## src/lc3_pkg.sv

```systemverilog
// shared widths, opcodes, memory bus structs and fsm/writeback enums for the lc3 core
`default_nettype none

package lc3_pkg;

    ////////////////////////////////////////////////////////////
    // widths
    ////////////////////////////////////////////////////////////

    // one machine word, data and address alike
    typedef logic [15:0] word_t;

    // general register index
    typedef logic [2:0]  reg_idx_t;

    // instruction bits 15:12
    typedef logic [3:0]  opcode_t;

    // condition codes, n in bit 2, z in bit 1, p in bit 0
    typedef logic [2:0]  nzp_t;

    ////////////////////////////////////////////////////////////
    // opcodes kept by the core
    ////////////////////////////////////////////////////////////

    localparam opcode_t OP_BR  = 4'b0000;
    localparam opcode_t OP_ADD = 4'b0001;
    localparam opcode_t OP_LD  = 4'b0010;
    localparam opcode_t OP_ST  = 4'b0011;
    localparam opcode_t OP_JSR = 4'b0100;
    localparam opcode_t OP_AND = 4'b0101;
    localparam opcode_t OP_LDR = 4'b0110;
    localparam opcode_t OP_STR = 4'b0111;
    localparam opcode_t OP_NOT = 4'b1001;
    // jmp with base r7 is ret
    localparam opcode_t OP_JMP = 4'b1100;
    localparam opcode_t OP_LEA = 4'b1110;
    // ldi, sti, trap, rti and 1101 fall through as no-ops

    ////////////////////////////////////////////////////////////
    // architectural constants
    ////////////////////////////////////////////////////////////

    localparam int       NUM_REGS = 8;

    // jsr/jsrr return address lands here
    localparam reg_idx_t LINK_REG = 3'd7;

    // first fetch address
    localparam word_t    PC_RESET = 16'h3000;

    // flags out of reset, z only
    localparam nzp_t     NZP_Z    = 3'b010;

    ////////////////////////////////////////////////////////////
    // memory port
    ////////////////////////////////////////////////////////////

    // request, held stable until the response cycle
    typedef struct packed {
        logic  valid;
        logic  we;
        word_t addr;
        word_t wdata;
    } mem_req_t;

    // response, rdata only meaningful for reads
    typedef struct packed {
        logic  valid;
        word_t rdata;
    } mem_rsp_t;

    ////////////////////////////////////////////////////////////
    // control encodings
    ////////////////////////////////////////////////////////////

    // writeback source
    typedef enum logic [1:0] {
        WB_ALU,
        WB_ADDR,
        WB_MEM,
        WB_LINK
    } wb_sel_t;

    // sequencer states
    typedef enum logic [2:0] {
        FETCH,
        DECODE,
        EXEC,
        MEM,
        WB
    } ctrl_state_t;

endpackage

`default_nettype wire

```

## src/lc3_writeback.sv

```systemverilog
// writeback source mux, n/z/p flag register and branch condition
`timescale 1ns/1ps
`default_nettype none

module lc3_writeback (
    input  logic             clk,
    input  logic             rst_n,
    input  lc3_pkg::wb_sel_t wb_sel,
    input  logic             wb_en,
    input  lc3_pkg::word_t   alu_result,
    input  lc3_pkg::word_t   addr_result,
    input  lc3_pkg::word_t   mem_data,
    input  lc3_pkg::word_t   link_pc,
    input  lc3_pkg::nzp_t    br_mask,
    output lc3_pkg::word_t   wb_data,
    output logic             br_taken
);

    import lc3_pkg::*;

    word_t mem_q;
    nzp_t  flags;

    // read data of the response cycle, lines up with the wb cycle after it
    always_ff @(posedge clk) begin
        mem_q <= mem_data;
    end

    always_comb begin
        case (wb_sel)
            WB_ALU:  wb_data = alu_result;
            WB_ADDR: wb_data = addr_result;
            WB_MEM:  wb_data = mem_q;
            default: wb_data = link_pc;
        endcase
    end

    ////////////////////////////////////////////////////////////
    // condition codes
    ////////////////////////////////////////////////////////////

    // link write from jsr keeps the flags
    always_ff @(posedge clk or negedge rst_n) begin
        if (!rst_n) begin
            flags <= NZP_Z;
        end else if (wb_en && (wb_sel != WB_LINK)) begin
            flags <= {wb_data[15], wb_data == '0, !wb_data[15] && (wb_data != '0)};
        end
    end

    // any mask bit matching a set flag
    assign br_taken = |(br_mask & flags);

    a_flags_onehot: assert property (@(posedge clk) disable iff (!rst_n) $onehot(flags))
    else $error("condition codes not one-hot");

endmodule

`default_nettype wire

```

## config.mk

```make
export PLATFORM = sky130hd
export DESIGN_NAME = lc3_writeback
export DESIGN_NICKNAME = d
export VERILOG_FILES = /design/src/lc3_pkg.sv /design/src/lc3_writeback.sv
export SDC_FILE = /design/constraint.sdc
export NUM_CORES = 1
export LEC_CHECK = 0
export BUFFER_PORTS_ARGS = -buffer_cell sky130_fd_sc_hd__buf_2
export CAP_MARGIN = 30
export CORE_ASPECT_RATIO = 1.25
export CORE_UTILIZATION = 38
export CTS_CLUSTER_SIZE = 28
export DETAILED_ROUTE_END_ITERATION = 12
export PLACE_DENSITY_LB_ADDON = 0.08
export SYNTH_ARGS = -nofsm -noshare
export SYNTH_HDL_FRONTEND = slang
export SYNTH_SLANG_ARGS = --single-unit
export TNS_END_PERCENT = 30
```

## constraint.sdc

```tcl
create_clock -name clk -period 3.7 [get_ports clk]
set_input_delay 0.74 -clock clk [delete_from_list [all_inputs] [get_ports clk]]
set_output_delay 0.74 -clock clk [all_outputs]
set_load 0.05 [all_outputs]
```

==> metrics.csv <==
metric,value,unit
vias in the first global route,900,
multiplexer share of the synthesized area,39.9,%
Inserted Clock Buffers,3,
Crit Path Class,input pin to primary output,
share of layout cells above drive strength 1,75.2,%
Max Cap Viol,0,
fmax,0.362,GHz
leak pwr,0.665,nW
area grow syn2layout,52.6,%
synthesized area per cell,15.8,µm²
clk buf depth,2,
WHS,0.223,ns
Final period util,74.7,%
final instance area,1380,µm²
fin. max-slew vios,0,
setup skew after layout,0.00120,ns
Routed Antenna Nets,0,
Synth area leaders,"mux4_2 40%, dfxtp_1 36%, dfrtp_1 5.5%, dfstp_2 2.9%, buf_6 2.5%",
setup bufs post-CTS,0,
maximum vdd drop,264,µV
area of the multi-input gates,470,µm²
total power,0.504,mW
post-CTS resize count,0,
Post-synth ARST share,15.8,%
simple-gate portion of the synthesized area,7.35,%
area fraction in compound gates after synthesis,4.85,%
Worst Max-Slew Pin Slew,0.560,ns
clock slew at reported path FFs,0.10,ns
TritonCTS clock tree,yes,
largest net degree at the start of global routing,21,
antenna diode count,0,
outcome,completed,
Sw Ratio,34.3,%
Switch Pwr,0.173,mW
Cells after DPL,172,
Post-Route Setup TNS,0,ns
clock root buffer,clkbuf_4,
Worst EP arrival,2.02,ns
top-area cell type share of the netlist area,39.9,%
HP Class,input pin to asynchronous set/reset pin,
P_int,0.331,mW
"FF+latch count, synth",19,
"Hold Violations, Final",0,
Mapped Area,902,µm²
Final Non-Filler Cells,176,
Die X,45.6,µm
clk sinks,19,
std cell rows,19,
final setup vio count,0,
die area,2570,µm²
crit path launch type,input pin,
initial antenna violation count,0,
final WL,2310,µm
gr ovfl total,0,
routed via count,879,
HPWL Detailed,2010,µm
Ports,89,
Core ar.,2210,µm²
Final GP Congestion,0.708,
Seq pwr share,43.9,%
Post-synth EDFFs,0,
cell area power density,366,nW/µm²
CP Max Fanout,20,
crit-path most repeated cell,buf_2,
Clock power frac,20.0,%
adder-cell share of the synthesized area,0,%
CTS HTree Levels,1,
leading area contributor after synthesis,mux4_2,
Yosys cell types,21,
CP max stage delay,0.60,ns
setup ws final,0.936,ns
pre-CTS setup slack,0.906,ns
Post-route DRC,0,
Most used DFF post-synth,dfxtp_1,
input/output buffers,88,
Initial Util,40.8,%
Pre-antenna DRT Iters,4,
Yosys warning count,0,
Combinational Power Share,36.1,%
"Seq/Total Area, Yosys",44.0,%
DP Area,1350,µm²
register area,397,µm²
nets,218,
Setup crit end kind,primary output,
Post-Syn Nets,129,
Die H,56.5,µm
worst-skew pair later-pin latency,0.28,ns
largest family of logic cells by synthesized area,multiplexers,
Synth Area in XOR/XNOR,0,%
Crit-path slowest cell,mux4_2,
Via density,4.99,
Rel. slew slack,62.7,%
Cells after Synth,57,
RSZ-0062 raised after global routing,no,
first-pass GRT wire length,3510,µm
Synth top cells by count,"16 x dfxtp_1, 16 x mux4_2, 3 x nand2_1, 3 x nor4_1",
utilization after layout,62.3,%
crit-path cells,buf_2 -> mux4_2 -> buf_2,
Starting DRT DRC Count,23,
Total GRT Usage,19.0,%
# fillers,212,
minimum clock period,2.76,ns
worst endpoint required time,2.96,ns
Post-CTS Hold Buffers,0,
Avg WL per Cell,13.1,µm
layout make-up:
type / count / share of cell area, %
clock buffers: 4 / 1.91
inverters: 1 / 0.273
well taps: 31 / 2.82
repair buffers: 88 / 32.0
multi-input cells: 33 / 34.2
flip-flops and latches: 19 / 28.8
sequential cells by signal, indices dropped and copies added (netlist names):
register,cells
flags,3
mem_q,16
power by group through the flow:
stage / logic [mW] / registers (mW) / clock network, mW
finish: 0.182 / 0.221 / 0.101
global route: 0.193 / 0.222 / 0.113
floorplan: 0.128 / 0.224 / 0
CTS: 0.183 / 0.221 / 0.106
global placement: 0.181 / 0.225 / 0
detailed placement: 0.183 / 0.226 / 0
worst max-delay path: cells and delay by family:
| kind | cells | cell delay (ns) |
|---|---|---|
| multiplexers | 1 | 0.60 |
| buffers and inverters | 2 | 0.68 |
layout by cell type (no fill, tap or decap):
cell type	instances
buf_2	88
mux4_2	16
dfxtp_1	16
nor4_1	3
nand2_1	3
clkbuf_4	3
dfrtp_1	2
a222oi_1	1
inv_1	1
nor4_2	1
nand4_1	1
o21ai_1	1
nor2b_1	1
a211oi_1	1
nor3b_1	1
o21a_1	1
a22o_1	1
a21oi_1	1
nor2_1	1
clkbuf_1	1
dfstp_2	1
layer usage:
metal  track usage [%]  vias up  share of wire (%)  wire length [µm]
met4              9.09        0                1.3                30
met1              18.8      410                 31               714
met5                 0        -                  0                 0
met2              35.1       54                 57              1310
li1                  -      411                  -                 -
met3              3.54        4                 11               250
worst paths after layout:
| kind | startpoint | endpoint | slack, ns | cells after the start |
|---|---|---|---|---|
| min reg2reg | flags[1]$_DFFE_PN1P_ | flags[1]$_DFFE_PN1P_ | 0.47 | 2 |
| max reg2reg | mem_q[5]$_DFF_P_ | flags[0]$_DFFE_PN0P_ | 2.07 | 4 |
| min | rst_n | flags[0]$_DFFE_PN0P_ | 0.22 | 1 |
| min in group clk | flags[1]$_DFFE_PN1P_ | flags[1]$_DFFE_PN1P_ | 0.47 | 2 |
| max | wb_sel[0] | wb_data[11] | 0.94 | 3 |
| max in group asynchronous | rst_n | flags[1]$_DFFE_PN1P_ | 3.29 | 1 |
logic make-up (layout without fill, tap and decap cells):
group                  after synthesis  in the layout
muxes                               16             16
DFF                                 19             19
buffers and inverters                5             93
and+or+nand+nor                     11             11
AOI/OAI and AO/OA                    6              6
No activity file was read; power rests on OpenSTA's default activity.
