==> src/lc3_pkg.sv <==
// shared widths, opcodes, memory bus structs and fsm/writeback enums for the lc3 core
`default_nettype none

package lc3_pkg;

    ////////////////////////////////////////////////////////////
    // widths
    ////////////////////////////////////////////////////////////

    // one machine word, data and address alike
    typedef logic [15:0] word_t;

    // general register index
    typedef logic [2:0]  reg_idx_t;

    // instruction bits 15:12
    typedef logic [3:0]  opcode_t;

    // condition codes, n in bit 2, z in bit 1, p in bit 0
    typedef logic [2:0]  nzp_t;

    ////////////////////////////////////////////////////////////
    // opcodes kept by the core
    ////////////////////////////////////////////////////////////

    localparam opcode_t OP_BR  = 4'b0000;
    localparam opcode_t OP_ADD = 4'b0001;
    localparam opcode_t OP_LD  = 4'b0010;
    localparam opcode_t OP_ST  = 4'b0011;
    localparam opcode_t OP_JSR = 4'b0100;
    localparam opcode_t OP_AND = 4'b0101;
    localparam opcode_t OP_LDR = 4'b0110;
    localparam opcode_t OP_STR = 4'b0111;
    localparam opcode_t OP_NOT = 4'b1001;
    // jmp with base r7 is ret
    localparam opcode_t OP_JMP = 4'b1100;
    localparam opcode_t OP_LEA = 4'b1110;
    // ldi, sti, trap, rti and 1101 fall through as no-ops

    ////////////////////////////////////////////////////////////
    // architectural constants
    ////////////////////////////////////////////////////////////

    localparam int       NUM_REGS = 8;

    // jsr/jsrr return address lands here
    localparam reg_idx_t LINK_REG = 3'd7;

    // first fetch address
    localparam word_t    PC_RESET = 16'h3000;

    // flags out of reset, z only
    localparam nzp_t     NZP_Z    = 3'b010;

    ////////////////////////////////////////////////////////////
    // memory port
    ////////////////////////////////////////////////////////////

    // request, held stable until the response cycle
    typedef struct packed {
        logic  valid;
        logic  we;
        word_t addr;
        word_t wdata;
    } mem_req_t;

    // response, rdata only meaningful for reads
    typedef struct packed {
        logic  valid;
        word_t rdata;
    } mem_rsp_t;

    ////////////////////////////////////////////////////////////
    // control encodings
    ////////////////////////////////////////////////////////////

    // writeback source
    typedef enum logic [1:0] {
        WB_ALU,
        WB_ADDR,
        WB_MEM,
        WB_LINK
    } wb_sel_t;

    // sequencer states
    typedef enum logic [2:0] {
        FETCH,
        DECODE,
        EXEC,
        MEM,
        WB
    } ctrl_state_t;

endpackage

`default_nettype wire

==> src/lc3_regfile.sv <==
// eight-entry general register file, two async read ports, one sync write port
`timescale 1ns/1ps
`default_nettype none

module lc3_regfile (
    input  logic              clk,
    input  logic              rst_n,
    input  lc3_pkg::reg_idx_t rd_a,
    input  lc3_pkg::reg_idx_t rd_b,
    input  logic              wr_en,
    input  lc3_pkg::reg_idx_t wr_idx,
    input  lc3_pkg::word_t    wr_data,
    output lc3_pkg::word_t    ra,
    output lc3_pkg::word_t    rb
);

    import lc3_pkg::*;

    // r0..r7
    word_t regs [NUM_REGS];

    ////////////////////////////////////////////////////////////
    // write port
    ////////////////////////////////////////////////////////////

    // architectural state, so all registers start at zero
    always_ff @(posedge clk or negedge rst_n) begin
        if (!rst_n) begin
            for (int i = 0; i < NUM_REGS; i++) begin
                regs[i] <= '0;
            end
        end else if (wr_en) begin
            regs[wr_idx] <= wr_data;
        end
    end

    ////////////////////////////////////////////////////////////
    // read ports
    ////////////////////////////////////////////////////////////

    // combinational, old value seen in the write cycle
    assign ra = regs[rd_a];
    assign rb = regs[rd_b];

endmodule

`default_nettype wire

==> config.mk <==
export PLATFORM = sky130hd
export DESIGN_NAME = lc3_regfile
export DESIGN_NICKNAME = d
export VERILOG_FILES = /design/src/lc3_pkg.sv /design/src/lc3_regfile.sv
export SDC_FILE = /design/constraint.sdc
export NUM_CORES = 1
export LEC_CHECK = 0
export ABC_AREA = 1
export BUFFER_PORTS_ARGS = -buffer_cell sky130_fd_sc_hd__buf_4
export CORE_MARGIN = 1.5
export CORE_UTILIZATION = 59
export DETAILED_ROUTE_END_ITERATION = 8
export PLACE_DENSITY_LB_ADDON = 0.05
export SLEW_MARGIN = 10
export SYNTH_ARGS = -nofsm -noshare
export SYNTH_HDL_FRONTEND = slang
export SYNTH_SLANG_ARGS = --single-unit
==> constraint.sdc <==
create_clock -name clk -period 1 [get_ports clk]
set_clock_uncertainty 0.05 [all_clocks]
set_input_delay 0 -clock clk [delete_from_list [all_inputs] [get_ports clk]]
set_output_delay 0 -clock clk [all_outputs]
set_load 0.05 [all_outputs]
==> results of run 1 <==
## timing repair
action | CTS | global route
setup endpoints to repair | 32 | 32
buffers inserted | 15 | 29
gates resized for setup | 96 | 113
hold endpoints to repair | 254 | 0
hold buffers | 17 | 0
pin swaps | 28 | 61
## worst paths after layout
| path | end | slack [ns] | cells after the start |
|---|---|---|---|
| worst max-delay path | ra[3] | -0.49 | 7 |
| worst min-delay path | regs[39] | 0.09 | 3 |
| worst max register to register | regs[82] | 0 | 4 |
| worst min register to register | regs[59] | 0.44 | 2 |
| max in group asynchronous | regs[31] | 0.56 | 3 |
| min in group clk | regs[7] | 0.09 | 6 |
## cell usage after synthesis
| library cell | n |
|---|---|
| nor3_4 | 1 |
| nor2_1 | 3 |
| buf_2 | 42 |
| inv_2 | 4 |
| clkbuf_1 | 22 |
| o21ai_0 | 128 |
| nand2_1 | 551 |
| buf_1 | 2 |
| nand3_1 | 129 |
| nor2_2 | 1 |
| clkbuf_2 | 4 |
| dfrtp_1 | 128 |
| inv_1 | 150 |
## power groups by stage
| stage | clock [W] | combinational, W | sequential (W) |
|---|---|---|---|
| after floorplan | 0 | 0.00345 | 0.00660 |
| after global placement | 0 | 0.00478 | 0.00668 |
| after detailed placement | 0 | 0.00487 | 0.00671 |
| after CTS | 0.00589 | 0.00544 | 0.00669 |
| after global routing | 0.00614 | 0.00674 | 0.00687 |
| final | 0.00589 | 0.00614 | 0.00679 |
## metal layers
layer | share of wire, % | GRT usage, % | vias to the layer above
met1 | 39 | 47.0 | 3754
met3 | 8.7 | 8.00 | 78
met4 | 3.1 | 14.1 | 0
li1 | - | - | 3779
met2 | 49 | 60.7 | 449
met5 | 0 | 0 | -
## worst min-delay path, delay by kind of cell
kind	cells	cell delay, ns
buf+inv	3	0.92
## cells by family after synthesis
group,count (synthesis)
flip-flops,128
buffers and inverters,224
AND/OR/NAND/NOR,685
AO/OA/AOI/OAI,128
## stage by stage
stage	util, %	TNS [ns]
floorplan	-	0
global placement	69.2	-0.332
detailed placement	69.2	-0.529
CTS	77.6	-12.68
global route	81.4	-15.50
finish	81.4	-13.48
## placed cells by master, fill, tap and decap left out, drive strengths merged
cell type    count
nor3             1
o21ai          128
inv            154
clkinvlp         1
nor2             4
clkbuf          23
nand2          551
nand3          129
buf            146
clkinv           4
dlygate4sd3     17
bufinv           2
dfrtp          128
## cell type report
class	count	area [sq um]
Clock inverter	7	87.6
Tap cell	168	210
Inverter	154	578
Clock buffer	23	458
Fill cell	846	2270
Timing Repair Buffer	163	1730
Sequential cell	128	3200
Multi-Input combinational cell	813	3670
==> reports/metrics.cfg, run 1 <==
[detailed_routing]
number_of_nets_with_antenna_violations_after_detailed_routing=0
detail_route.vias_per_cell=5.54
final_routed_wirelength_across_all_metal_layers_microns=24100
detail_route.drc_violations=0
initialDrtViolationCount=972
number_of_vias_in_the_routed_layout=8060
detailedRoute.firstPassIterationCount=6
wl_per_cell_microns=16.5

[sta]
timing.final.crit_share_pct=149
timing_hold_violations_final=0
slew_worst_pin_ns=0.331
grt_setup_unrepaired=true
finalWorstPathRequiredPeriod_ns=1.49
fmax_mhz=673
setup_viol=32
slew_violations=0
fin_worst_hold_slack_ns=0.0852
maxSlewHeadroom_pct=77.9
setup_slack_of_the_critical_path_after_layout_ns=-0.486

[layout]
instances_no_fill=1456
layout_top_registers=regs: 128 flops
largest_register_ff_count=128
layout.nets=1305
area_delta_synth_final_pct=32.7
design_area_sq_um=9940
largest-register=regs
post_route_cells_drive_above_1_share_pct=27.2
antennaDiodeCount=0

[clocking]
insertion_delay_ns=0.42
cts_max_level=4
tritoncts_num_sinks=128
clk_pin_slew_ns=0.05
clock_tree_from_tritoncts=built
clockRootBuffer=clkbuf_16
cts-buffers-inserted=17
ctsLongestPathBuffers=2

[placement]
finalWeightedCongestion=0.847
dp_hpwl_microns=14100
total_cell_area_at_the_placement_stage_sq_um=8450
place_ws_ns=-0.0525
port-buffer-count=59
dp.cells=1365

[worst_setup_path]
crit-reg2reg-launch=regs[82]
critical-path-top-delay-family=simple AND/OR/NAND/NOR gates
worstPathBufferInverterCount=2
timing_worst_setup_path_type=reg -> out
critical_path.max_stage_delay_ns=0.38
critPathCaptureType=output port
startpoint_class_of_the_critical_path=flip-flop
worst-endpoint-required_ns=0.95
worst-path-max-fanout=2
crit_path_start=regs[19]
ordered_list_of_cells_on_the_worst_path=inv_1 -> nand2_1 -> nand3_1 -> nand2_1 -> nand2_1 -> nand2_2 -> buf_8
timing.critical_path.arrival_ns=1.44
critical_path.slowest_cell=dfrtp_1
crit_path_most_repeated_cell=nand2_1

[run]
maxcap_violations=0

[outcome]
violations=negative setup slack
status=finished with violations

[power_and_ir_drop]
power_density_nw_per_um2=1890
total_power_w=0.0188
power_switching_share_pct=34.6
leakage_nw=5.43
power.net_switching_w=0.00651
power.combinational.fraction_pct=32.6
internal_power_w=0.0123
share_clk_of_total_power_pct=31.3
max-vdd-ir-drop_v=0.00149
share_seq_of_total_power_pct=36.1

[synth]
synth_area_per_cell_sq_um=6.43
seq_area_frac_synth_pct=42.8
syn_nets=1193
syn_inst=1165
synth.lib_cells_used.distinct=13
yosys_warnings=0
synth_compound_gate_area_share_pct=8.55
synth_mux_area_share_pct=0
ff_latch_count_synth=128
synth_top_area_cell=dfrtp_1
synth_top_family_by_area=simple AND/OR/NAND/NOR gates
synth_adder_area_share_pct=0
synth-simple-area-share_pct=36.7
netlist_area_sq_um=7490
yosys-top-cells-area=dfrtp_1, nand2_1, nand3_1
post_synth_xor_area_fraction_pct=0
synthDominantCellAreaShare_pct=42.8

[floorplanning]
start_util_pct=61.3
coreArea_sq_um=12200
num_rows=40
die_y_microns=116
io_pins=60
die_area_sq_um=13400
dieWidth_microns=116

[min_path]
hold_path.class=in -> async

[global_route]
grt_start_max_net_pins=46
grt_first_pass_wirelength_microns=37300
grt_usage_pct=36.5
grt_pass1_vias=7481
initial_antenna_violation_count=0
globalRoute.totalOverflow=0

Note: power is estimated with default switching activity, not from simulation.
==> run 2, diff against run 1 <==
==> constraint.sdc (replaced) <==
create_clock -name clk -period 1 [get_ports clk]
set_clock_uncertainty 0.05 [all_clocks]
set_input_delay 0.1 -clock clk [delete_from_list [all_inputs] [get_ports clk]]
set_output_delay 0.1 -clock clk [all_outputs]
set_load 0.05 [all_outputs]
==> reports/metrics.cfg, run 2 (same netlist as run 1, synthesis figures left out) <==
[outcome]
status=finished with violations
violations=negative setup slack

[sta]
fmax_mhz=610  ; -9.4%
timing.final.crit_share_pct=164  ; +15 points
maxSlewHeadroom_pct=74.9  ; -3.1 points
slew_worst_pin_ns=0.377  ; +0.0462 ns
setup_viol=32  ; unchanged
fin_worst_hold_slack_ns=0.0230  ; -0.0622 ns
finalWorstPathRequiredPeriod_ns=1.64  ; +0.154 ns
slew_violations=0  ; unchanged
timing_hold_violations_final=0  ; unchanged
setup_slack_of_the_critical_path_after_layout_ns=-0.639  ; -0.154 ns
grt_setup_unrepaired=true

[global_route]
initial_antenna_violation_count=0  ; unchanged
globalRoute.totalOverflow=0  ; unchanged
grt_pass1_vias=7845  ; +4.9%
grt_usage_pct=38.0  ; +1.5 points
grt_first_pass_wirelength_microns=39000  ; +4.5%
grt_start_max_net_pins=56  ; +22%

[placement]
place_ws_ns=-0.278  ; -0.225 ns
port-buffer-count=59  ; unchanged
dp.cells=1380  ; +1.1%
dp_hpwl_microns=14700  ; +4.6%
finalWeightedCongestion=0.881  ; +4.1%

[clocking]
ctsLongestPathBuffers=2  ; unchanged
cts-buffers-inserted=17  ; unchanged
clockRootBuffer=clkbuf_16
tritoncts_num_sinks=128  ; unchanged
cts_max_level=4  ; unchanged
clk_pin_slew_ns=0.06  ; about the same
insertion_delay_ns=0.42  ; about the same
clock_tree_from_tritoncts=built

[layout]
post_route_cells_drive_above_1_share_pct=37.9  ; +11 points
layout_top_registers=regs: 128 flops
instances_no_fill=1478  ; +1.5%
largest_register_ff_count=128  ; unchanged
largest-register=regs
layout.nets=1326  ; +1.6%
fillCellCount=700  ; -17%
antennaDiodeCount=0  ; unchanged
area_delta_synth_final_pct=41.0
layout.cells.most_common=nand2_1
most-common-layout-cells=nand2_1, dfrtp_1, o21ai_0, buf_4, nand2_2

[detailed_routing]
wl_per_cell_microns=17.4  ; +5.0%
detail_route.drc_violations=0  ; unchanged
number_of_nets_with_antenna_violations_after_detailed_routing=0  ; unchanged
number_of_vias_in_the_routed_layout=8376  ; +3.9%
detailedRoute.firstPassIterationCount=6  ; unchanged
final_routed_wirelength_across_all_metal_layers_microns=25700  ; +6.6%
initialDrtViolationCount=1012  ; +4.1%
detail_route.vias_per_cell=5.67  ; +2.4%

[power_and_ir_drop]
max-vdd-ir-drop_v=0.00140  ; -6.0%
power_density_nw_per_um2=1900  ; +0.40%
leakage_nw=5.62  ; +3.4%

[worst_setup_path]
timing.critical_path.arrival_ns=1.49  ; +0.05 ns
critPathCaptureType=output port
startpoint_class_of_the_critical_path=flip-flop
worst-path-max-fanout=2  ; unchanged
timing_worst_setup_path_type=reg -> out
worst-endpoint-required_ns=0.85  ; -0.10 ns

[run]
maxcap_violations=0  ; unchanged

[floorplanning]
die_area_sq_um=13400  ; unchanged
coreArea_sq_um=12200  ; unchanged
dieWidth_microns=116  ; unchanged
num_rows=40  ; unchanged
die_y_microns=116  ; unchanged
io_pins=60  ; unchanged
start_util_pct=61.3  ; unchanged

[min_path]
hold_path.class=in -> async

## run 2: changes by cell type in the layout (fill, tap and decap cells not counted), moves of 24 or more
cell	before	now
inv_2	89	113
nand2_1	489	403
nand2_4	0	32
nand2_2	62	116
inv_1	65	41
buf_4	94	119
## run 2: worst max-delay path, stage by stage (launching register included)
cell and delay, ns:
dfrtp_1 0.41, inv_2 0.07, nand2_1 0.08, nand3_1 0.11, nand2_1 0.06, nand2_1 0.11, nand2_4 0.07, buf_8 0.15
## run 2: worst paths after layout
path,from,endpoint,slack [ns],cells after the start
worst min-delay path,rst_n,regs[88],0.02,2
min in group clk,wr_idx[2],regs[12],0.21,6
max in group asynchronous,rst_n,regs[125],0.33,3
worst max-delay path,regs[40],ra[8],-0.64,7
worst max register to register,regs[12],regs[12],0.02,5
worst min register to register,regs[87],regs[87],0.44,2
## run 2: what timing repair did
action / 4_1_cts / 5_1_grt
hold buffers: 17 / 0
endpoints found under the setup margin: 32 / 32
pin swaps: 59 / 81
setup buffers: 12 / 38
hold endpoints to repair: 156 / 0
resized for setup: 166 / 162
## run 2: final cells by class
| type | instances | area [sq um] | share of cell area (%) |
|---|---|---|---|
| inverters | 154 | 578 | 5.47 |
| flip-flops and latches | 128 | 3200 | 30.3 |
| well taps | 168 | 210 | 1.99 |
| multi-input cells | 813 | 4110 | 38.9 |
| clock inverters | 10 | 136 | 1.29 |
| repair buffers | 184 | 1860 | 17.6 |
| clock buffers | 21 | 460 | 4.36 |
## run 2: metrics by stage
| step | TNS [ns] | power (W) | utilization [%] | instance area [sq um] |
|---|---|---|---|---|
| finish | -16.83 | 0.0201 | 86.5 | 10600 |
| global route | -18.68 | 0.0210 | 86.5 | 10600 |
| CTS | -16.21 | 0.0190 | 81.3 | 9920 |
| detailed placement | -11.84 | 0.0119 | 71.2 | 8700 |
| global placement | -10.18 | 0.0118 | 71.2 | 8700 |
| floorplan | -0.174 | 0.0103 | - | 7760 |
## run 2: layer usage
layer / vias up / track usage [%] / routed length (microns)
met5: - / 0 / 0
met4: 0 / 14.8 / 1040
met3: 109 / 10.3 / 2720
met2: 529 / 62.3 / 11900
met1: 3906 / 48.2 / 10000
li1: 3832 / - / -
## run 2: report_power, final
group,total [W],switching (W),internal [W]
combinational,0.00690,0.00410,0.00280
sequential,0.00684,0.000664,0.00617
clock,0.00634,0.00232,0.00402
