File: src/lc3_pkg.sv
// shared widths, opcodes, memory bus structs and fsm/writeback enums for the lc3 core
`default_nettype none

package lc3_pkg;

    ////////////////////////////////////////////////////////////
    // widths
    ////////////////////////////////////////////////////////////

    // one machine word, data and address alike
    typedef logic [15:0] word_t;

    // general register index
    typedef logic [2:0]  reg_idx_t;

    // instruction bits 15:12
    typedef logic [3:0]  opcode_t;

    // condition codes, n in bit 2, z in bit 1, p in bit 0
    typedef logic [2:0]  nzp_t;

    ////////////////////////////////////////////////////////////
    // opcodes kept by the core
    ////////////////////////////////////////////////////////////

    localparam opcode_t OP_BR  = 4'b0000;
    localparam opcode_t OP_ADD = 4'b0001;
    localparam opcode_t OP_LD  = 4'b0010;
    localparam opcode_t OP_ST  = 4'b0011;
    localparam opcode_t OP_JSR = 4'b0100;
    localparam opcode_t OP_AND = 4'b0101;
    localparam opcode_t OP_LDR = 4'b0110;
    localparam opcode_t OP_STR = 4'b0111;
    localparam opcode_t OP_NOT = 4'b1001;
    // jmp with base r7 is ret
    localparam opcode_t OP_JMP = 4'b1100;
    localparam opcode_t OP_LEA = 4'b1110;
    // ldi, sti, trap, rti and 1101 fall through as no-ops

    ////////////////////////////////////////////////////////////
    // architectural constants
    ////////////////////////////////////////////////////////////

    localparam int       NUM_REGS = 8;

    // jsr/jsrr return address lands here
    localparam reg_idx_t LINK_REG = 3'd7;

    // first fetch address
    localparam word_t    PC_RESET = 16'h3000;

    // flags out of reset, z only
    localparam nzp_t     NZP_Z    = 3'b010;

    ////////////////////////////////////////////////////////////
    // memory port
    ////////////////////////////////////////////////////////////

    // request, held stable until the response cycle
    typedef struct packed {
        logic  valid;
        logic  we;
        word_t addr;
        word_t wdata;
    } mem_req_t;

    // response, rdata only meaningful for reads
    typedef struct packed {
        logic  valid;
        word_t rdata;
    } mem_rsp_t;

    ////////////////////////////////////////////////////////////
    // control encodings
    ////////////////////////////////////////////////////////////

    // writeback source
    typedef enum logic [1:0] {
        WB_ALU,
        WB_ADDR,
        WB_MEM,
        WB_LINK
    } wb_sel_t;

    // sequencer states
    typedef enum logic [2:0] {
        FETCH,
        DECODE,
        EXEC,
        MEM,
        WB
    } ctrl_state_t;

endpackage

`default_nettype wire

File: src/lc3_control.sv
// instruction sequencer fsm, instruction register, pc and memory request register
`timescale 1ns/1ps
`default_nettype none

module lc3_control (
    input  logic              clk,
    input  logic              rst_n,
    output lc3_pkg::mem_req_t mem_req,
    input  lc3_pkg::mem_rsp_t mem_rsp,
    output lc3_pkg::word_t    instr,
    output lc3_pkg::word_t    pc,
    output lc3_pkg::reg_idx_t rd_a,
    output lc3_pkg::reg_idx_t rd_b,
    output logic              wr_en,
    output lc3_pkg::reg_idx_t wr_idx,
    output lc3_pkg::wb_sel_t  wb_sel,
    output logic              wb_en,
    input  lc3_pkg::word_t    addr_result,
    input  lc3_pkg::word_t    store_data,
    input  logic              br_taken
);

    import lc3_pkg::*;

    ctrl_state_t state;
    word_t       ir;
    word_t       pc_q;
    mem_req_t    req_q;

    opcode_t     op;
    logic        is_load;
    logic        is_store;
    logic        writes_reg;
    logic        acc_done;

    ////////////////////////////////////////////////////////////
    // decode
    ////////////////////////////////////////////////////////////

    assign op         = ir[15:12];
    assign is_load    = (op == OP_LD) || (op == OP_LDR);
    assign is_store   = (op == OP_ST) || (op == OP_STR);
    assign writes_reg = is_load || (op inside {OP_ADD, OP_AND, OP_NOT, OP_LEA, OP_JSR});

    // sr1 / base register
    assign rd_a   = ir[8:6];
    // stores read their source through port b
    assign rd_b   = is_store ? ir[11:9] : ir[2:0];
    assign wr_idx = (op == OP_JSR) ? LINK_REG : ir[11:9];

    always_comb begin
        case (op)
            OP_LEA:        wb_sel = WB_ADDR;
            OP_LD, OP_LDR: wb_sel = WB_MEM;
            OP_JSR:        wb_sel = WB_LINK;
            default:       wb_sel = WB_ALU;
        endcase
    end

    // outstanding access answered this cycle
    assign acc_done = req_q.valid && mem_rsp.valid;

    ////////////////////////////////////////////////////////////
    // sequencer
    ////////////////////////////////////////////////////////////

    always_ff @(posedge clk or negedge rst_n) begin
        if (!rst_n) begin
            state <= FETCH;
            pc_q  <= PC_RESET;
            req_q <= '0;
        end else begin
            case (state)
                FETCH: begin
                    // raise fetch, then wait for its response
                    if (!req_q.valid) begin
                        req_q.valid <= 1'b1;
                        req_q.we    <= 1'b0;
                        req_q.addr  <= pc_q;
                        req_q.wdata <= '0;
                    end else if (mem_rsp.valid) begin
                        req_q.valid <= 1'b0;
                        pc_q        <= pc_q + 16'd1;
                        state       <= DECODE;
                    end
                end
                // register indices settle from the new ir
                DECODE: state <= EXEC;
                EXEC: begin
                    if (is_load || is_store) begin
                        req_q.valid <= 1'b1;
                        req_q.we    <= is_store;
                        req_q.addr  <= addr_result;
                        req_q.wdata <= store_data;
                        state       <= MEM;
                    end else if (writes_reg) begin
                        state <= WB;
                    end else begin
                        // br, jmp, and every dropped opcode end here
                        if (((op == OP_BR) && br_taken) || (op == OP_JMP)) begin
                            pc_q <= addr_result;
                        end
                        state <= FETCH;
                    end
                end
                MEM: begin
                    if (mem_rsp.valid) begin
                        req_q.valid <= 1'b0;
                        if (is_load) begin
                            state <= WB;
                        end else begin
                            state <= FETCH;
                        end
                    end
                end
                WB: begin
                    // jsr redirects on the same edge that writes r7 with the old pc
                    if (op == OP_JSR) begin
                        pc_q <= addr_result;
                    end
                    state <= FETCH;
                end
                default: state <= FETCH;
            endcase
        end
    end

    // instruction register, loaded on fetch response only
    always_ff @(posedge clk) begin
        if ((state == FETCH) && acc_done) begin
            ir <= mem_rsp.rdata;
        end
    end

    assign mem_req = req_q;
    assign instr   = ir;
    assign pc      = pc_q;
    assign wr_en   = (state == WB);
    assign wb_en   = (state == WB);

    ////////////////////////////////////////////////////////////
    // checks
    ////////////////////////////////////////////////////////////

    a_req_stable: assert property (@(posedge clk) disable iff (!rst_n)
        req_q.valid && !mem_rsp.valid |=> $stable(req_q))
    else $error("memory request changed while waiting for response");

    a_no_fetch_write: assert property (@(posedge clk) disable iff (!rst_n)
        (state == FETCH) && req_q.valid |-> !req_q.we)
    else $error("write request outstanding during fetch");

endmodule

`default_nettype wire

File: config.mk
export PLATFORM = sky130hd
export DESIGN_NAME = lc3_control
export DESIGN_NICKNAME = d
export VERILOG_FILES = /design/src/lc3_pkg.sv /design/src/lc3_control.sv
export SDC_FILE = /design/constraint.sdc
export NUM_CORES = 1
export LEC_CHECK = 0
export BUFFER_PORTS_ARGS = -buffer_cell sky130_fd_sc_hd__buf_2
export CORE_MARGIN = 2
export CORE_UTILIZATION = 45
export DETAILED_ROUTE_END_ITERATION = 8
export PLACE_DENSITY = 0.77
export SLEW_MARGIN = 0
export SYNTH_ARGS = -nofsm -noshare
export SYNTH_HDL_FRONTEND = slang
export SYNTH_SLANG_ARGS = --single-unit
File: constraint.sdc
create_clock -name clk -period 2 [get_ports clk]
set_input_delay 0.4 -clock clk [delete_from_list [all_inputs] [get_ports clk]]
set_output_delay 0.4 -clock clk [all_outputs]
set_load 0.1 [all_outputs]
==> summary.md, run 1 <==
| Metric | Value |
|---|---|
| Outcome | complete, but fails checks |
| Failing checks | setup timing |
| Routed met3 length | 862 µm |
| Synthesized cell area | 0.00359 mm² |
| Full die area | 0.00870 mm² |
| Nets | 559 |
| Slowest-stage cell, CP | edfxtp_1 |
| CP Launch Point | instr[13] |
| Max_slew headroom | 0.658 |
| Clock sink count | 69 |
| Min Tclk post-route | 2050 ps |
| Delay-heaviest family, CP | flip-flops |
| Ys flop type | dfrtp_1 |
| Crit path max fanout | 5 |
| Height of the die | 93.3 µm |
| Area of the core | 0.00773 mm² |
| Global-route wire length before repair | 16,200 µm |
| Slew @ Worst Pin | 516 ps |
| Iter 0 DRT Violations | 237 |
| Synth warn | 0 |
| DRT met1 WL | 4230 µm |
| Initial antenna violation count | 0 |
| First-pass DRT Iterations | 5 |
| Max Clk Rate | 487 MHz |
| Initial Util | 0.464 |
| Fill count | 595 |
| Post-route cell area | 0.00503 mm² |
| Startpoint types | flip-flop |
| Crit-path max cell delay | 490 ps |
| Largest net degree at the start of global routing | 54 |
| Layout area overhead | 40.2% |
| Die width | 93.3 µm |
| Gr usage total | 0.236 |
| Vias in the first global route | 3,182 |
| Clock skew | 9.50 ps |
| IO Count | 131 |
| Cells along the critical path | nor2b_4 > buf_6 > nor4b_4 > buf_12 |
| CTS tree | yes |
| Synth cell types | 58 |
| Post-DP HPWL | 7320 µm |
| Max_cap viols | 0 |
| Final period util | 1.03 |
| Overall via count from detail_route | 3,429 |
| Seq cells post-synth | 69 |
| Critical R2R Launch | instr[12] |
| Port Buf Inserts | 130 |
| Crit path DAT | 1650 ps |
| Area of the multi-input gates | 0.00176 mm² |
| CTS clk-pin slew, worst paths | 80 ps |
| Sequential Area | 0.00181 mm² |
| CTS H-Tree Depth | 3 |
| DRC Markers | 0 |
| Worst Path Buf+Inv | 2 |
| ANT cells | 0 |
| Antenna-violating nets left | 0 |
| Number of synthesized flops with an enable pin | 16 |
| Final hold vios | 0 |
| Number of clock buffers inserted by TritonCTS | 9 |
| Required @ worst endpoint | 1600 ps |
| Synthesized area per cell | 9.83 µm² |
| Post-Route WL | 10,300 µm |
| Register area share after synthesis | 0.504 |
| Mapped Cells | 365 |
| Final setup fails | 8 |
| Row count | 32 |
| Kind of critical path | reg2out |
| DR vias/cell | 5.59 |
| Placed cell area | 0.00467 mm² |
| Average wire per standard cell | 16.8 µm |
| Syn nets | 418 |
| Top routing layer in use | met4 |
| Final Max Slew Viols | 0 |
| GPL Wtd Cong | 0.913 |
| Layout cells sized above 1 | 0.450 |
| Crit end category | primary output |
| GRT overflow | 0 |
| Final setup margin | -53.3 ps |
| Clk buf depth | 2 |
| Metal2 WL | 4930 µm |
| RSZ-0062 raised after global routing | yes |
| Root buffer cell | clkbuf_8 |
| Clock Latency Late Sink | 340 ps |
| Async S/R FF share, synth | 0.768 |
| Worst Hold Class | in2async |
==> flip-flops by register name (all words and copies together) (netlist names) <==
| name | count |
|---|---|
| instr | 16 |
| mem_req | 34 |
| pc | 16 |
| state | 3 |
==> stage by stage <==
step	instances	setup slack [ps]	util	hold WS, ps	setup TNS [ps]
2_1_floorplan	365	-760	-	104	-12870
3_3_place_gp	591	33.4	0.604	412	0
3_5_place_dp	591	14.4	0.604	415	0
4_1_cts	611	-94.4	0.640	47.7	-512
5_1_grt	613	-121	0.651	61.8	-778
6_report	613	-53.3	0.651	43.6	-304
==> layer usage <==
| metal | vias up | track usage |
|---|---|---|
| met5 | - | 0 |
| met4 | 0 | 0.0907 |
| met3 | 27 | 0.0435 |
| met2 | 186 | 0.360 |
| met1 | 1597 | 0.334 |
| li1 | 1619 | - |
==> layout make-up <==
| class | instances | share of cell area |
|---|---|---|
| Multi-Input combinational cell | 260 | 0.350 |
| Clock buffer | 9 | 0.0246 |
| Tap cell | 102 | 0.0254 |
| Inverter | 2 | 0.00149 |
| Sequential cell | 69 | 0.360 |
| Timing Repair Buffer | 164 | 0.219 |
| Clock inverter | 7 | 0.0194 |
==> cells in the final DEF, fill, tap and decap left out, types with 4 or more instances in the layout <==
cell       netlist  layout
a221oi_2         7       9
a2bb2oi_2        6       7
mux2_4           1       4
o22a_1           5       5
nand2_1         72      71
edfxtp_1        16      16
nand3_1         23      19
buf_6            3       5
nor3_1           9       7
o21ai_0         10      10
buf_12           0      12
nand3_2          0       4
nand4_1          8       8
dfrtp_1         51      48
nor2_1          26      25
clkbuf_8         0       9
and3_1           5       4
buf_2            4     120
a31oi_1         24      23
buf_4            5      27
==> worst paths after layout <==
| check | to | depth (start not counted) | slack, ps |
|---|---|---|---|
| hold / removal | pc[8] | 2 | 40 |
| hold reg to reg | mem_req[8] | 2 | 470 |
| setup / recovery | wb_sel[0] | 4 | -50 |
| setup reg to reg | pc[1] | 5 | -10 |
| max in group asynchronous | pc[13] | 2 | 1670 |
| min in group clk | instr[3] | 1 | 230 |
==> cell families (layout without fill, tap and decap cells) <==
group / after synthesis / count (layout) / share of synthesized area
and+or+nand+nor: 168 / 168 / 0.222
muxes: 7 / 7 / 0.0223
AOI/OAI and AO/OA: 82 / 82 / 0.192
xor gates and xnor gates: 2 / 2 / 0.00488
adders and majority gates: 1 / 1 / 0.00349
DFF: 69 / 69 / 0.504
buffers and inverters: 36 / 182 / 0.0506
==> Yosys cell counts, drive strengths merged, types with 8 or more instances <==
cell | count | area share
a221oi | 11 | 0.039
a2bb2oi | 8 | 0.030
a31oi | 24 | 0.042
buf | 14 | 0.028
clkbuf | 20 | 0.021
dfrtp | 51 | 0.36
edfxtp | 16 | 0.13
nand2 | 72 | 0.075
nand3 | 23 | 0.032
nand4 | 8 | 0.014
nor2 | 26 | 0.027
nor3 | 9 | 0.013
o21ai | 10 | 0.014
==> repair_timing <==
action,CTS,global route
hold buffers,0,0
pin swaps,3,2
setup endpoints to repair,8,21
resized for setup,5,14
buffers inserted,4,2
Power of run 1 is left out: the tool's default activity adds up to more than one toggle a clock period on the data nets, which glitch-free logic cannot reach.
==> inputs of run 2 (changes only) <==
--- a/config.mk
+++ b/config.mk
@@ -7,9 +7,9 @@
 export LEC_CHECK = 0
 export BUFFER_PORTS_ARGS = -buffer_cell sky130_fd_sc_hd__buf_2
 export CORE_MARGIN = 2
-export CORE_UTILIZATION = 45
+export CORE_UTILIZATION = 37
 export DETAILED_ROUTE_END_ITERATION = 8
-export PLACE_DENSITY = 0.77
+export PLACE_DENSITY = 0.65
 export SLEW_MARGIN = 0
 export SYNTH_ARGS = -nofsm -noshare
 export SYNTH_HDL_FRONTEND = slang
==> run 2 against run 1 <==
Critical path type unchanged; die area is 21% higher; setup slack worse by 23 ps; the flow still finishes with violations (setup timing); register-to-register slack worse by 50 ps; global-route usage is 3.5 points lower.
==> summary.md, run 2 (same netlist as run 1, synthesis figures left out) <==
| Metric | Value |
|---|---|
| ANT cells | 0 (unchanged) |
| Root buffer cell | clkbuf_8 |
| Most common cell after layout, fill and taps aside | buf_2 |
| Initial Util | 0.385 (-0.0797) |
| Crit-path max cell delay | 440 ps (-50 ps) |
| RR Endpoint | pc[1] |
| Port Buf Inserts | 130 (unchanged) |
| Full die area | 0.0105 mm² (+21%) |
| CTS H-Tree Depth | 3 (unchanged) |
| Cells along the critical path | buf_6 > nor2b_4 > buf_6 > nor4b_4 > buf_12 |
| Min Tclk post-route | 2080 ps (+23.1 ps) |
| Post-DP HPWL | 7360 µm (+0.49%) |
| Max_slew headroom | 0.660 (+0.00160) |
| Clock sink count | 69 (unchanged) |
| Max reg flops | 34 (unchanged) |
| Gr usage total | 0.201 (-0.0349) |
| DRC Markers | 0 (unchanged) |
| Outcome | complete, but fails checks |
| GRT overflow | 0 (unchanged) |
| Final core occ | 0.552 (-0.0993) |
| Crit path max fanout | 2 (-3) |
| Crit path DAT | 1680 ps (+30 ps) |
| Nets | 564 (+0.89%) |
| Die width | 102 µm (+9.8%) |
| Iter 0 DRT Violations | 296 (+25%) |
| Kind of critical path | reg2out |
| Clock Latency Late Sink | 350 ps (about the same) |
| Average wire per standard cell | 16.2 µm (-3.9%) |
| Max_cap viols | 0 (unchanged) |
| Max Clk Rate | 482 MHz (-1.1%) |
| Largest net degree at the start of global routing | 54 (unchanged) |
| CTS tree | yes |
| Number of clock buffers inserted by TritonCTS | 9 (unchanged) |
| Area of the core | 0.00933 mm² (+21%) |
| GPL Wtd Cong | 0.909 (-0.36%) |
| Overall via count from detail_route | 3,406 (-0.67%) |
| Row count | 35 (+9.4%) |
| Initial antenna violation count | 0 (unchanged) |
| Layout cells sized above 1 | 0.459 (+0.00920) |
| Hold Slack | 26.9 ps (-16.7 ps) |
| Layout area overhead | 43.4% |
| Critical R2R Launch | instr[15] |
| DR vias/cell | 5.28 (-5.6%) |
| Final Max Slew Viols | 0 (unchanged) |
| RSZ-0062 raised after global routing | yes |
| Setup WS pre-CTS | 34.6 ps (+20.2 ps) |
| Clk buf depth | 2 (unchanged) |
| Final setup margin | -76.4 ps (-23.1 ps) |
| Required @ worst endpoint | 1600 ps (about the same) |
| Slowest-stage cell, CP | edfxtp_1 |
| Vias in the first global route | 3,194 (+0.38%) |
| Clock skew | 11.3 ps (+1.79 ps) |
| Reg2reg path depth | 6 (+1) |
| First-pass DRT Iterations | 5 (unchanged) |
| Startpoint types | flip-flop |
| Final setup fails | 13 (+5) |
| Crit end category | primary output |
| Post-Route WL | 10,400 µm (+1.1%) |
| R2r setup slk | -60 ps (-50 ps) |
| Commonest non-fill, non-tap cells in the layout | buf_2 (120), nand2_1 (71), dfrtp_1 (46) |
| Slew @ Worst Pin | 508 ps (-7.56 ps) |
| Final hold vios | 0 (unchanged) |
| Failing checks | setup timing |
| CP most frequent cell | buf_6 |
| Antenna-violating nets left | 0 (unchanged) |
| Final period util | 1.04 (+0.0116) |
| Global-route wire length before repair | 16,200 µm (+0.43%) |
| Height of the die | 102 µm (+9.8%) |
| CTS clk-pin slew, worst paths | 80 ps (about the same) |
| Worst Hold Class | in2async |
| IO Count | 131 (unchanged) |
run 2: routing by layer:
| layer | share of wire | track usage |
|---|---|---|
| met5 | 0 | 0 |
| met3 | 0.069 | 0.0486 |
| met1 | 0.45 | 0.284 |
| met4 | 0.015 | 0.0790 |
| met2 | 0.47 | 0.297 |
run 2: area by class of cell:
class | count | area [µm²]
fillers | 850 | 4180
flip-flops and latches | 69 | 1820
multi-input cells | 260 | 1770
repair buffers | 169 | 1150
well taps | 129 | 161
clock buffers | 9 | 124
clock inverters | 7 | 121
inverters | 2 | 7.51
run 2: worst max-delay path by stage:
stage,start,end,cells past startpoint
final,instr[13],wb_sel[0],5
after global routing,instr[13],wr_idx[1],5
after CTS,instr[15],wr_idx[1],5
after detailed placement,br_taken,pc[11],6
after global placement,br_taken,pc[13],6
after floorplan,instr[13],wb_sel[1],2
run 2: worst max-delay path: cells and delay by family (launching register included):
family                 cells  cell delay (ps)
DFF                        1              440
and+or+nand+nor            2              420
buffers and inverters      3              460
run 2: stage by stage:
step | cell area (µm²) | std cells | setup TNS [ps]
6_report | 5140 | 645 | -566
5_1_grt | 5140 | 645 | -1800
4_1_cts | 5050 | 644 | -783
3_5_place_dp | 4710 | 620 | 0
3_3_place_gp | 4710 | 620 | 0
2_1_floorplan | 3730 | 365 | -12870
run 2: what timing repair did:
action / 4_1_cts / 5_1_grt
pin swaps: 5 / 10
endpoints found under the hold margin: 0 / 0
hold buffers: 0 / 0
gates cloned: 0 / 0
endpoints found under the setup margin: 7 / 25
gates resized for setup: 8 / 19
buffers inserted: 8 / 1
Power of run 2 is left out for the same reason.
==> inputs of run 3 (changes only) <==
--- a/config.mk
+++ b/config.mk
@@ -5,6 +5,7 @@
 export SDC_FILE = /design/constraint.sdc
 export NUM_CORES = 1
 export LEC_CHECK = 0
+export ABC_AREA = 1
 export BUFFER_PORTS_ARGS = -buffer_cell sky130_fd_sc_hd__buf_2
 export CORE_MARGIN = 2
 export CORE_UTILIZATION = 37
==> run 3 against run 2 <==
First-iteration DRC count decreased by 54%; routed wire length decreased by 9.2%; synthesized cell count increased by 18%; highest routed layer unchanged; clock-buffer cell count unchanged; the run now ends clean; fmax increased by 7.2%; utilization decreased by 2.3 points; register-to-register slack improved by 220 ps.
==> summary.md, run 3 <==
| Metric | Value |
|---|---|
| Number of clock buffers inserted by TritonCTS | 9 (unchanged) |
| CTS clk-pin slew, worst paths | 80 ps (about the same) |
| Mapped Cells | 429 (+18%) |
| IO Count | 131 (unchanged) |
| Max_cap viols | 0 (unchanged) |
| Synth cell count leaders | nand2_1 (140), dfrtp_1 (51), inv_1 (37), nor2_1 (37), nand3_1 (32) |
| R2r setup slk | 160 ps (+220 ps) |
| Largest net degree at the start of global routing | 34 (-37%) |
| Setup WS pre-CTS | 185 ps (+150 ps) |
| Setup TNS | 0 ps (+566 ps) |
| Layout cells sized above 1 | 0.380 (-0.0797) |
| Placed Cells | 662 (+6.8%) |
| Synth warn | 0 (unchanged) |
| Async S/R FF share, synth | 0.768 (unchanged) |
| Most common cell after layout, fill and taps aside | nand2_1 |
| Crit path DAT | 1540 ps (-140 ps) |
| Critical R2R Launch | instr[12] |
| Antenna-violating nets left | 0 (unchanged) |
| Clock skew | 6.07 ps (-5.23 ps) |
| Placed cell area | 0.00460 mm² (-2.2%) |
| Min Tclk post-route | 1940 ps (-140 ps) |
| Synth cell types | 32 (-45%) |
| Post-Route WL | 9470 µm (-9.2%) |
| Crit end category | primary output |
| Worst Hold Class | in2reg |
| Vias in the first global route | 3,248 (+1.7%) |
| Height of the die | 101 µm (-1.4%) |
| DR vias/cell | 4.93 (-6.6%) |
| Gr usage total | 0.193 (-0.00742) |
| Top-count cell post-synth | nand2_1 |
| Final setup fails | 0 (-13) |
| Number of synthesized flops with an enable pin | 16 (unchanged) |
| Synth top area cells | dfrtp_1 (37%), nand2_1 (15%), edfxtp_1 (14%) |
| Startpoint types | flip-flop |
| RSZ-0062 raised after global routing | yes |
| First-pass DRT Iterations | 4 (-1) |
| Synth top area share | 0.367 (+0.0110) |
| RR Endpoint | mem_req[1] |
| Overall via count from detail_route | 3,358 (-1.4%) |
| Initial Util | 0.379 (-0.00620) |
| Clock Latency Late Sink | 340 ps (about the same) |
| Outcome | finished clean |
| Final Max Slew Viols | 0 (unchanged) |
| Max_slew headroom | 0.645 (-0.0146) |
| Slew @ Worst Pin | 530 ps (+21.5 ps) |
| Last element of the critical path | wb_sel[1] |
| Full die area | 0.0102 mm² (-2.9%) |
| Clock sink count | 69 (unchanged) |
| Required @ worst endpoint | 1600 ps (about the same) |
| Post-DP HPWL | 6970 µm (-5.3%) |
| Average wire per standard cell | 13.9 µm (-14%) |
| Final period util | 0.968 (-0.0702) |
| Register area share after synthesis | 0.520 (+0.0156) |
| Crit path max fanout | 7 (+5) |
| Synthesized area per cell | 8.11 µm² (-17%) |
| Syn nets | 482 (+15%) |
| CTS tree | yes |
| Nets | 617 (+9.4%) |
| GRT overflow | 0 (unchanged) |
| Root buffer cell | clkbuf_8 |
| DRC Markers | 0 (unchanged) |
| Port Buf Inserts | 130 (unchanged) |
| Reg2reg path depth | 8 (+2) |
| Die width | 101 µm (-1.4%) |
| Post-route cell area | 0.00486 mm² (-5.5%) |
| Synth area leader | dfrtp_1 |
| CP Launch Point | instr[15] |
| Clk buf depth | 2 (unchanged) |
| Iter 0 DRT Violations | 135 (-54%) |
| Kind of critical path | reg2out |
| Layout area overhead | 39.7% |
| Final hold vios | 0 (unchanged) |
| Commonest non-fill, non-tap cells in the layout | nand2_1 (132), buf_2 (120), dfrtp_1 (50) |
| Synthesized cell area | 0.00348 mm² (-3.0%) |
| Layout Cells excl Fill | 681 (+5.6%) |
| Max reg flops | 34 (unchanged) |
| CTS H-Tree Depth | 3 (unchanged) |
| Seq cells post-synth | 69 (unchanged) |
| Row count | 35 (unchanged) |
| Final setup margin | 63.9 ps (+140 ps) |
| GPL Wtd Cong | 0.926 (+1.9%) |
| Area of the core | 0.00920 mm² (-1.4%) |
| Max Clk Rate | 517 MHz (+7.2%) |
| Global-route wire length before repair | 15,400 µm (-5.1%) |
| Ys flop type | dfrtp_1 |
| Initial antenna violation count | 1 (+1) |
==> run 3: cell types whose count changed in the layout (fill, tap and decap cells not counted), moves of 7 or more <==
cell       delta
inv_2         +8
nand2_1      +61
a2bb2oi_2     -7
a221oi_2      -8
nor2_1       +10
o21ai_1      +22
inv_1        +34
buf_6         -9
nand3_2      +14
buf_4        -16
a31oi_1       -8
==> run 3: logic make-up after synthesis <==
| group | after synthesis | synth area share |
|---|---|---|
| AND/OR/NAND/NOR | 226 | 0.269 |
| flip-flops | 69 | 0.520 |
| buffers and inverters | 66 | 0.0899 |
| AO/OA/AOI/OAI | 59 | 0.0963 |
| XOR/XNOR | 5 | 0.0126 |
| multiplexers | 3 | 0.00863 |
| adder cells (fa/ha/maj) | 1 | 0.00359 |
==> run 3: layout make-up <==
type | count | area [µm²]
Antenna cell | 1 | 2.50
Clock buffer | 9 | 124
Clock inverter | 7 | 90.1
Fill cell | 887 | 4330
Inverter | 45 | 173
Multi-Input combinational cell | 294 | 1610
Sequential cell | 69 | 1810
Tap cell | 111 | 139
Timing Repair Buffer | 145 | 916
==> run 3: worst max-delay path, stage by stage (launching register included) <==
cell and delay (ps):
edfxtp_1 470, nor2_2 290, nand2_8 170, nand2_8 90, buf_12 170
==> run 3: per-layer routing <==
| layer | global-route usage | up-vias | wire length (µm) | part of all wire |
|---|---|---|---|---|
| met5 | 0 | - | 0 | 0 |
| met4 | 0.0967 | 0 | 285 | 0.030 |
| met3 | 0.0305 | 22 | 464 | 0.049 |
| met2 | 0.316 | 117 | 4550 | 0.48 |
| met1 | 0.249 | 1566 | 4170 | 0.44 |
| li1 | - | 1653 | - | - |
==> run 3: metrics by stage <==
step                      hold slack, ps  utilization
after floorplan                      104            -
after global placement               367        0.500
after detailed placement             367        0.500
after CTS                            210        0.526
after global routing                 208        0.529
final                                229        0.529
==> run 3: how the worst min path moves through the flow <==
| stage | startpoint | to | slack, ps | cells past startpoint |
|---|---|---|---|---|
| 2_1_floorplan | rst_n | mem_req[0] | 100 | 0 |
| 3_3_place_gp | rst_n | mem_req[27] | 370 | 1 |
| 3_5_place_dp | rst_n | mem_req[27] | 370 | 1 |
| 4_1_cts | mem_rsp[0] | instr[0] | 210 | 1 |
| 5_1_grt | mem_rsp[0] | instr[0] | 210 | 1 |
| 6_report | mem_rsp[4] | instr[4] | 230 | 1 |
==> run 3: timing repair <==
item,CTS,global route
hold endpoints to repair,14,0
pin swaps,1,1
setup endpoints to repair,8,8
setup buffers,1,0
hold buffers,1,0
resized for setup,1,6
Power of run 3 is left out for the same reason.
